===== src/common/lane_split_pkg.sv =====
package lane_split_pkg;

  // Lane geometry
  localparam int lane_count = 4;
  localparam int lane_width = 16;
  // One keep bit per byte of a lane
  localparam int lane_keep_width = lane_width / 8;

  // Wide input stream
  localparam int in_width = lane_count * lane_width;
  localparam int in_keep_width = lane_count * lane_keep_width;

  // Width of each of id, dest and user
  localparam int side_width = 8;

  // Sideband copied unchanged to every lane
  typedef struct packed {
    logic                  last;
    logic [side_width-1:0] id;
    logic [side_width-1:0] dest;
    logic [side_width-1:0] user;
  } side_t;

  // Full wide beat, as held in the input skid buffer
  typedef struct packed {
    logic [in_width-1:0]      data;
    logic [in_keep_width-1:0] keep;
    side_t                    side;
  } in_payload_t;

  // One lane's share of a wide beat
  typedef struct packed {
    logic [lane_width-1:0]      data;
    logic [lane_keep_width-1:0] keep;
    side_t                      side;
  } lane_payload_t;

endpackage


===== src/axis_skid/axis_skid_buffer.sv =====
`timescale 1ns/100ps

module axis_skid_buffer #(
  parameter type payload_t = logic [7:0]
) (
  input  logic     clk,
  input  logic     rst,

  // Upstream side
  input  logic     s_valid,
  output logic     s_ready,
  input  payload_t s_data,

  // Downstream side
  output logic     m_valid,
  input  logic     m_ready,
  output payload_t m_data
);

  // Output stage
  logic     m_valid_reg;
  payload_t m_data_reg;

  // Skid stage, catches the beat accepted while the output stalls
  logic     skid_valid_reg;
  payload_t skid_data_reg;

  // Registered ready
  logic     s_ready_reg;
  logic     s_ready_early;

  // Load strobes
  logic     load_out_from_in;
  logic     load_out_from_skid;
  logic     load_skid;

  always_comb begin
    // Keep accepting while the skid slot stays free after this edge
    s_ready_early = m_ready || (!skid_valid_reg && (!m_valid_reg || !s_valid));

    load_out_from_in   = 1'b0;
    load_out_from_skid = 1'b0;
    load_skid          = 1'b0;

    if (s_ready_reg) begin
      // Output empty or draining, input goes straight to output
      if (m_ready || !m_valid_reg) begin
        load_out_from_in = 1'b1;
      end else begin
        // Output stalled, park the beat in the skid slot
        load_skid = 1'b1;
      end
    end else if (m_ready) begin
      // Upstream blocked, refill output from skid slot
      load_out_from_skid = 1'b1;
    end
  end

  // Control state
  always_ff @(posedge clk) begin
    if (rst) begin
      s_ready_reg    <= 1'b1;
      m_valid_reg    <= 1'b0;
      skid_valid_reg <= 1'b0;
    end else begin
      s_ready_reg <= s_ready_early;

      if (load_out_from_in) begin
        m_valid_reg <= s_valid;
      end else if (load_out_from_skid) begin
        m_valid_reg <= skid_valid_reg;
      end

      if (load_skid) begin
        skid_valid_reg <= s_valid;
      end else if (load_out_from_skid) begin
        skid_valid_reg <= 1'b0;
      end
    end
  end

  // Payload registers
  always_ff @(posedge clk) begin
    if (load_out_from_in) begin
      m_data_reg <= s_data;
    end else if (load_out_from_skid) begin
      m_data_reg <= skid_data_reg;
    end

    if (load_skid) begin
      skid_data_reg <= s_data;
    end
  end

  assign s_ready = s_ready_reg;
  assign m_valid = m_valid_reg;
  assign m_data  = m_data_reg;

endmodule


===== src/lane_lock_control.sv =====
`timescale 1ns/100ps

module lane_lock_control
  import lane_split_pkg::*;
(
  input  logic                     clk,
  input  logic                     rst,

  // Held wide beat
  input  logic                     held_valid,
  input  logic [in_keep_width-1:0] held_keep,
  output logic                     held_ready,

  // Per-lane handshake
  output logic [lane_count-1:0]    lane_valid,
  input  logic [lane_count-1:0]    lane_ready
);

  // Lanes already done with the current wide beat
  logic [lane_count-1:0] lock_reg;
  logic [lane_count-1:0] lock_next;

  // Lanes with at least one kept byte
  logic [lane_count-1:0] lane_active;

  // Lane transfers on this edge
  logic [lane_count-1:0] lane_xfer;

  // Every data lane is locked or transferring now
  logic                  beat_done;

  // Keep OR per lane
  for (genvar k = 0; k < lane_count; k++) begin : g_active
    assign lane_active[k] = |held_keep[k*lane_keep_width +: lane_keep_width];
  end

  // Offer a lane only while it still owes its slice
  assign lane_valid = {lane_count{held_valid}} & lane_active & ~lock_reg;

  assign lane_xfer = lane_valid & lane_ready;

  // Idle lanes count as done, so an all-zero keep beat drops at once
  assign beat_done = &(~lane_active | lock_reg | lane_xfer);

  assign held_ready = beat_done;

  // Locks clear on release, otherwise collect this edge's transfers
  always_comb begin
    if (held_valid && beat_done) begin
      lock_next = '0;
    end else begin
      lock_next = lock_reg | lane_xfer;
    end
  end

  always_ff @(posedge clk) begin
    if (rst) begin
      lock_reg <= '0;
    end else begin
      lock_next_apply: begin
        lock_reg <= lock_next;
      end
    end
  end

endmodule


===== src/lane_splitter.sv =====
`timescale 1ns/100ps

module lane_splitter
  import lane_split_pkg::*;
(
  input  logic                             clk,
  input  logic                             rst,

  // Wide input stream
  input  logic [in_width-1:0]              s_tdata,
  input  logic [in_keep_width-1:0]         s_tkeep,
  input  logic                             s_tlast,
  input  logic [side_width-1:0]            s_tid,
  input  logic [side_width-1:0]            s_tdest,
  input  logic [side_width-1:0]            s_tuser,
  input  logic                             s_tvalid,
  output logic                             s_tready,

  // Lane outputs, lane 0 in the low bits
  output logic [in_width-1:0]              m_tdata,
  output logic [in_keep_width-1:0]         m_tkeep,
  output logic [lane_count-1:0]            m_tlast,
  output logic [lane_count*side_width-1:0] m_tid,
  output logic [lane_count*side_width-1:0] m_tdest,
  output logic [lane_count*side_width-1:0] m_tuser,
  output logic [lane_count-1:0]            m_tvalid,
  input  logic [lane_count-1:0]            m_tready
);

  // Packed input beat
  in_payload_t   s_payload;

  // Beat sitting at the skid buffer output
  in_payload_t   held_payload;
  logic          held_valid;
  logic          held_ready;

  // Per-lane view of the held beat
  lane_payload_t lane_payload [lane_count];

  // Gather the loose input fields
  assign s_payload.data      = s_tdata;
  assign s_payload.keep      = s_tkeep;
  assign s_payload.side.last = s_tlast;
  assign s_payload.side.id   = s_tid;
  assign s_payload.side.dest = s_tdest;
  assign s_payload.side.user = s_tuser;

  // Input register stage, ready comes from a flop
  axis_skid_buffer #(
    .payload_t (in_payload_t)
  ) in_skid (
    .clk     (clk),
    .rst     (rst),
    .s_valid (s_tvalid),
    .s_ready (s_tready),
    .s_data  (s_payload),
    .m_valid (held_valid),
    .m_ready (held_ready),
    .m_data  (held_payload)
  );

  // Lane valids and beat release
  lane_lock_control lock_ctrl (
    .clk        (clk),
    .rst        (rst),
    .held_valid (held_valid),
    .held_keep  (held_payload.keep),
    .held_ready (held_ready),
    .lane_valid (m_tvalid),
    .lane_ready (m_tready)
  );

  for (genvar k = 0; k < lane_count; k++) begin : g_lane
    // Slice of data and keep for lane k
    assign lane_payload[k].data = held_payload.data[k*lane_width +: lane_width];
    assign lane_payload[k].keep = held_payload.keep[k*lane_keep_width +: lane_keep_width];

    // Same sideband on every lane
    assign lane_payload[k].side = held_payload.side;

    // Flatten onto the output vectors
    assign m_tdata[k*lane_width +: lane_width]           = lane_payload[k].data;
    assign m_tkeep[k*lane_keep_width +: lane_keep_width] = lane_payload[k].keep;
    assign m_tlast[k]                                    = lane_payload[k].side.last;
    assign m_tid[k*side_width +: side_width]             = lane_payload[k].side.id;
    assign m_tdest[k*side_width +: side_width]           = lane_payload[k].side.dest;
    assign m_tuser[k*side_width +: side_width]           = lane_payload[k].side.user;
  end

endmodule


===== config.mk =====
export PLATFORM = sky130hd
export DESIGN_NAME = lane_splitter
export DESIGN_NICKNAME = d
export VERILOG_FILES = /design/src/common/lane_split_pkg.sv /design/src/axis_skid/axis_skid_buffer.sv /design/src/lane_lock_control.sv /design/src/lane_splitter.sv
export SDC_FILE = /design/constraint.sdc
export NUM_CORES = 1
export LEC_CHECK = 0
export ABC_AREA = 1
export BUFFER_PORTS_ARGS = -buffer_cell sky130_fd_sc_hd__buf_2
export CAP_MARGIN = 20
export CORE_ASPECT_RATIO = 0.6
export CORE_MARGIN = 2
export CORE_UTILIZATION = 35
export CTS_BUF_LIST = sky130_fd_sc_hd__clkbuf_2 sky130_fd_sc_hd__clkbuf_4 sky130_fd_sc_hd__clkbuf_8
export DETAILED_ROUTE_END_ITERATION = 6
export PLACE_DENSITY = 0.71
export SLEW_MARGIN = 5
export SYNTH_ARGS = -nofsm -noshare
export SYNTH_HDL_FRONTEND = slang
export SYNTH_HIERARCHICAL = 1
export SYNTH_SLANG_ARGS = --single-unit

===== constraint.sdc =====
create_clock -name clk -period 7.66 [get_ports clk]
set_clock_uncertainty 0.05 [all_clocks]
set_input_delay 0.766 -clock clk [delete_from_list [all_inputs] [get_ports clk]]
set_output_delay 0.766 -clock clk [all_outputs]
set_load 0.01 [all_outputs]

* Yosys cells after proc, flatten, opt, wreduce, memory -nomap -nowiden
Cells that the tools add are included.
** Word-level totals
- Input bits :: 104
- Latch bits :: 0
- RAM bits :: 0
- Memories kept :: 0
- Output and inout bits :: 177
- Flip-flop bits (word level) :: 201
- ROM bits :: 0
- Logic and storage cells :: 52
** Cells by class
- Order comparisons :: 0
- $mul :: 0
- Div/mod/pow operators :: 0
- Muxes and demuxes :: 12
- Add/subtract/negate cells :: 0
- Reductions and logical operators :: 16
- Eq/ne operators :: 0
- Bitwise gates (word level) :: 8
- Shift-type cells :: 0
** Operators with widths (count)
- $mux 97 :: 2
- $and 4x4->4 :: 3
- $or 4x4->4 :: 3
- $mux 1 :: 10
- $reduce_or 2->1 :: 5
- $not 4->4 :: 2
- $reduce_and 4->1 :: 1
- $reduce_bool 2->1 :: 2
- $logic_not 1->1 :: 3
- $logic_or 1x1->1 :: 3
- $logic_and 1x1->1 :: 2

* Depth between registers and ports, before layout
- Word-level depth :: 10
- Gate-level depth with buffers :: 12

* Modules after synthesis
Netlist, hierarchy kept.
** Modules (own cells, without submodules)
- axis_skid_buffer :: area an instance 7377.1 µm², instances 1, cells an instance 544
- lane_splitter :: area an instance 563.0 µm², instances 1, cells an instance 75
- lane_lock_control :: area an instance 231.5 µm², instances 1, cells an instance 39

* Least setup slack after synthesis
OpenSTA, ideal clock, no wires.
- Path kind :: in2reg
- Start point :: input m_tready[0]
- End point :: register in_skid.m_data_reg, in the netlist in_skid/m_data[0] (enable)
- Stages :: 10
- Arrival time :: 3804 ps
- Path buffers :: 2
- Required time :: 7151 ps
- Setup time :: 459 ps
- Path slack :: 3347 ps
- Cells stage by stage :: inv_1 > o21ai_1 > nand2_1 > nor2_2 > inv_2 > nand2_4 > nand2_2 > buf_4 > buf_4 > nand2_1
** Between the ends
- Word-level cells in the longest chain between the ends :: 7
- Elaborated cells between the ends (all ways) :: 9
- Those cells by class :: mux (4); bitwise (2); reduce/logical (3)
** RTL lines
- start, declared :: RTL line lane_splitter.sv:27 : input logic [lane_count-1:0] m_tready
- $and 4x4->4 * :: RTL line lane_lock_control.sv:40 : assign lane_xfer = lane_valid & lane_ready;
- $or 4x4->4 * :: RTL line lane_lock_control.sv:43 : assign beat_done = &(~lane_active | lock_reg | lane_xfer);
- $reduce_and 4->1 * :: RTL line lane_lock_control.sv:43
- via held_ready :: RTL line lane_splitter.sv:36 : logic held_ready;
- $logic_or 1x1->1 :: RTL line axis_skid_buffer.sv:47 : if (m_ready || !m_valid_reg) begin
- $mux 1 :: RTL line axis_skid_buffer.sv:47
- $mux 1 :: RTL line axis_skid_buffer.sv:45 : if (s_ready_reg) begin
- $reduce_bool 2->1 (no line) *
- end signal, assigned :: RTL line axis_skid_buffer.sv:85 : m_data_reg <= s_data;
- end signal, assigned :: RTL line axis_skid_buffer.sv:87 : m_data_reg <= skid_data_reg;
- end, declared :: RTL line axis_skid_buffer.sv:22 : payload_t m_data_reg;
The timed path passes the listed nets; every way through them passes the cells marked *.
A chain may end at the register's enable or synchronous reset.

* Worst setup path after layout
- Start point :: register in_skid.s_ready_reg (netlist: in_skid/s_ready)
- End point :: register in_skid/skid_data_reg[16] (netlist bit) (enable)
** Between the ends
- Word-level cells in the longest chain between the ends :: 1
** RTL lines
- start, declared :: RTL line axis_skid_buffer.sv:29 : logic s_ready_reg;
- start signal, assigned :: RTL line axis_skid_buffer.sv:66 : s_ready_reg <= s_ready_early;
- $mux 1 :: RTL line axis_skid_buffer.sv:45
- via in_skid.load_skid :: RTL line axis_skid_buffer.sv:35 : logic load_skid;
- end signal, assigned :: RTL line axis_skid_buffer.sv:91 : skid_data_reg <= s_data;
- end, declared :: RTL line axis_skid_buffer.sv:26 : payload_t skid_data_reg;
The timed path passes the listed nets, and every way through them passes these cells.

==> results.tsv <==
stage	metric	value	unit
outcome	status	complete, no violations	
synthesis	synth_area_leaders	edfxtp_1 71%, nand2_1 9.5%, buf_4 7.3%	
final_layout	register_area	0.00597	mm^2
pwr	leakage	4.38	nW
synthesis	synth.avg_cell_area	12.4	um^2
pwr	pwr-share-seq	51.2	%
global_route	grt.total_usage	15.7	%
worst_setup_path	crit_chain	buf_4 -> nand3_1 -> inv_4 -> buf_4	
cts	clk_latency	570	ps
cts	numCtsBuffers	31	
cts	post_cts_buffers	0	
cts	cts.sink_count	201	
routing	drt-pass1-iter-count	4	
worst_setup_path	critPathKind	reg2reg	
place	gp_congestion	0.861	
floorplanning	start_util	35.5	%
final_layout	multiInputGateArea	0.00144	mm^2
cts	root_buffer	clkbuf_8	
global_route	antenna_found_initial	5	
final_layout	fin_area	0.00986	mm^2
global_route	first_global_vias	5199	
synthesis	synthesis.area	0.00817	mm^2
sta	fin_crit	3250	ps
cts	clk_pin_slew	60	ps
floorplanning	rows	43	
worst_setup_path	cp.arrival	3370	ps
synthesis	ys_ff_latch	201	
sta	fin_crit_sh	42.4	%
pwr	clockPowerShare	28.2	%
cts	htreeDepth	1	
cts	cts.path.max_buffers	3	
pwr	vdd_drop_max	0.151	mV
worst_setup_path	crit_top_cell	buf_4	
routing	wl	20000	um
floorplanning	die-area	0.0246	mm^2
pwr	p_int	2.07	mW
final_layout	area_growth	20.7	%
sta	setup-tns-final	0	ps
synthesis	synth_cell_types	18	
worst_setup_path	crit_buf_inv	3	
routing	drc	0	
cts	hold_buffers	0	
worst_setup_path	slowest_delay	760	ps
synthesis	synth_top_cell_area_share	71.3	%
final_layout	layout_commonest_cell	buf_2	
cts	cts_tree	done	
sta	fmax	308	MHz
min_path	holdCritPathClass	in2reg	
synthesis	yosys.area.top_type	edfxtp_1	
routing	vias_per_cell	4.53	
pwr	swShare	29.8	%
final_layout	fillers	2214	
pwr	power_frac_comb	20.5	%
pwr	power.switching	0.883	mW
sta	slew_headroom	24.3	%
place	dp_hpwl	13000	um
global_route	grt_pass1_wl	29800	um
routing	dr.first_iter.drc_count	301	
synthesis	yosysSeqAreaShare	73.0	%
sta	final_hold_viol_count	0	
worst_setup_path	critPathRequiredTime	7780	ps
routing	ant_nets	0	
routing	num_vias	5475	
floorplanning	io_pins	281	
synthesis	synth_cells	658	
sta	whs	339	ps
pwr	power_density	300	mW/mm^2
final_layout	finalNetCount	974	
synthesis	ys.warnings.count	6	
worst_setup_path	crit_family	buffers and inverters	
floorplanning	die_h	122	um
synthesis	syn_nets	762	
worst_setup_path	critical-path-slowest-cell	buf_4	
global_route	grt_max_degree	99	
sta	rsz0062_at_grt	no	
run	drv_cap	0	
global_route	grt-ovfl-total	0	
routing	wire_per_inst	16.6	um
sta	tightest_slew	1130	ps
floorplanning	core	0.0230	mm^2
worst_setup_path	startpoint_type	flop	
final_layout	final_cell_mix	280 x buf_2, 205 x nand2_1, 194 x edfxtp_1	
place	numPortBuffers	280	
sta	drv_slew	0	
worst_setup_path	endpoint_kind	flop	
final_layout	drive_above_1_share	37.9	%
floorplanning	die_x	201	um
worst_setup_path	cp_max_fo	67	
cts	cts_resized	0	
place	dpl_cell_area	0.00929	mm^2
sta	setup_viol	0	
[power by group through the flow]
stage / sequential [mW] / clock, mW / combinational, mW
6_report: 1.52 / 0.835 / 0.607
5_1_grt: 1.53 / 0.912 / 0.670
4_1_cts: 1.52 / 0.871 / 0.620
3_5_place_dp: 1.54 / 0 / 0.619
3_3_place_gp: 1.53 / 0 / 0.613
2_1_floorplan: 1.58 / 0 / 0.375
[layout make-up]
class	instances	area share (%)
Inverter	12	0.482
Clock buffer	43	5.24
Sequential cell	201	60.5
Tap cell	315	4.00
Clock inverter	12	0.470
Antenna cell	2	0.0508
Multi-Input combinational cell	339	14.6
Timing Repair Buffer	285	14.6
[through the flow]
stage | setup WS, ps | utilization (%) | total power [mW] | std cells
finish | 4410 | 42.8 | 2.96 | 1209
global route | 4160 | 42.8 | 3.12 | 1208
CTS | 4330 | 42.8 | 3.01 | 1207
detailed placement | 4340 | 40.3 | 2.16 | 1152
global placement | 4320 | 40.3 | 2.14 | 1152
floorplan | 3350 | - | 1.96 | 658
[worst paths after layout]
path              slack (ps)                   start                         to  cells past startpoint
setup / recovery        4410         in_skid/s_ready  in_skid/skid_data_reg[16]                      4
hold / removal           340              s_tuser[4]   in_skid/skid_data_reg[4]                      1
setup reg to reg        4410         in_skid/s_ready  in_skid/skid_data_reg[16]                      4
hold reg to reg          440  in_skid/skid_valid_reg            in_skid/s_ready                      3
[cells by family after synthesis]
logic type / synth area share [%]
and+or+nand+nor: 16.9
DFF: 73.0
buffers and inverters: 9.51
AOI/OAI and AO/OA: 0.551
[cell usage after synthesis, drive strengths merged]
| cell | number |
|---|---|
| inv | 12 |
| nor2 | 18 |
| nand2 | 209 |
| dfxtp | 7 |
| nand3 | 98 |
| edfxtp | 194 |
| nand4 | 1 |
| nor3 | 4 |
| o21ai | 4 |
| clkbuf | 2 |
| a21oi | 5 |
| buf | 104 |
[routing by layer]
metal | vias up | routed length, um | GRT usage (%) | share of wire [%]
met5 | - | 11 | 0 | 0.055
met1 | 2574 | 8340 | 20.1 | 42
met2 | 247 | 9400 | 26.1 | 47
li1 | 2624 | - | - | -
met3 | 28 | 1960 | 5.60 | 9.8
met4 | 2 | 318 | 3.40 | 1.6
Power figures use the tool's default switching activity.
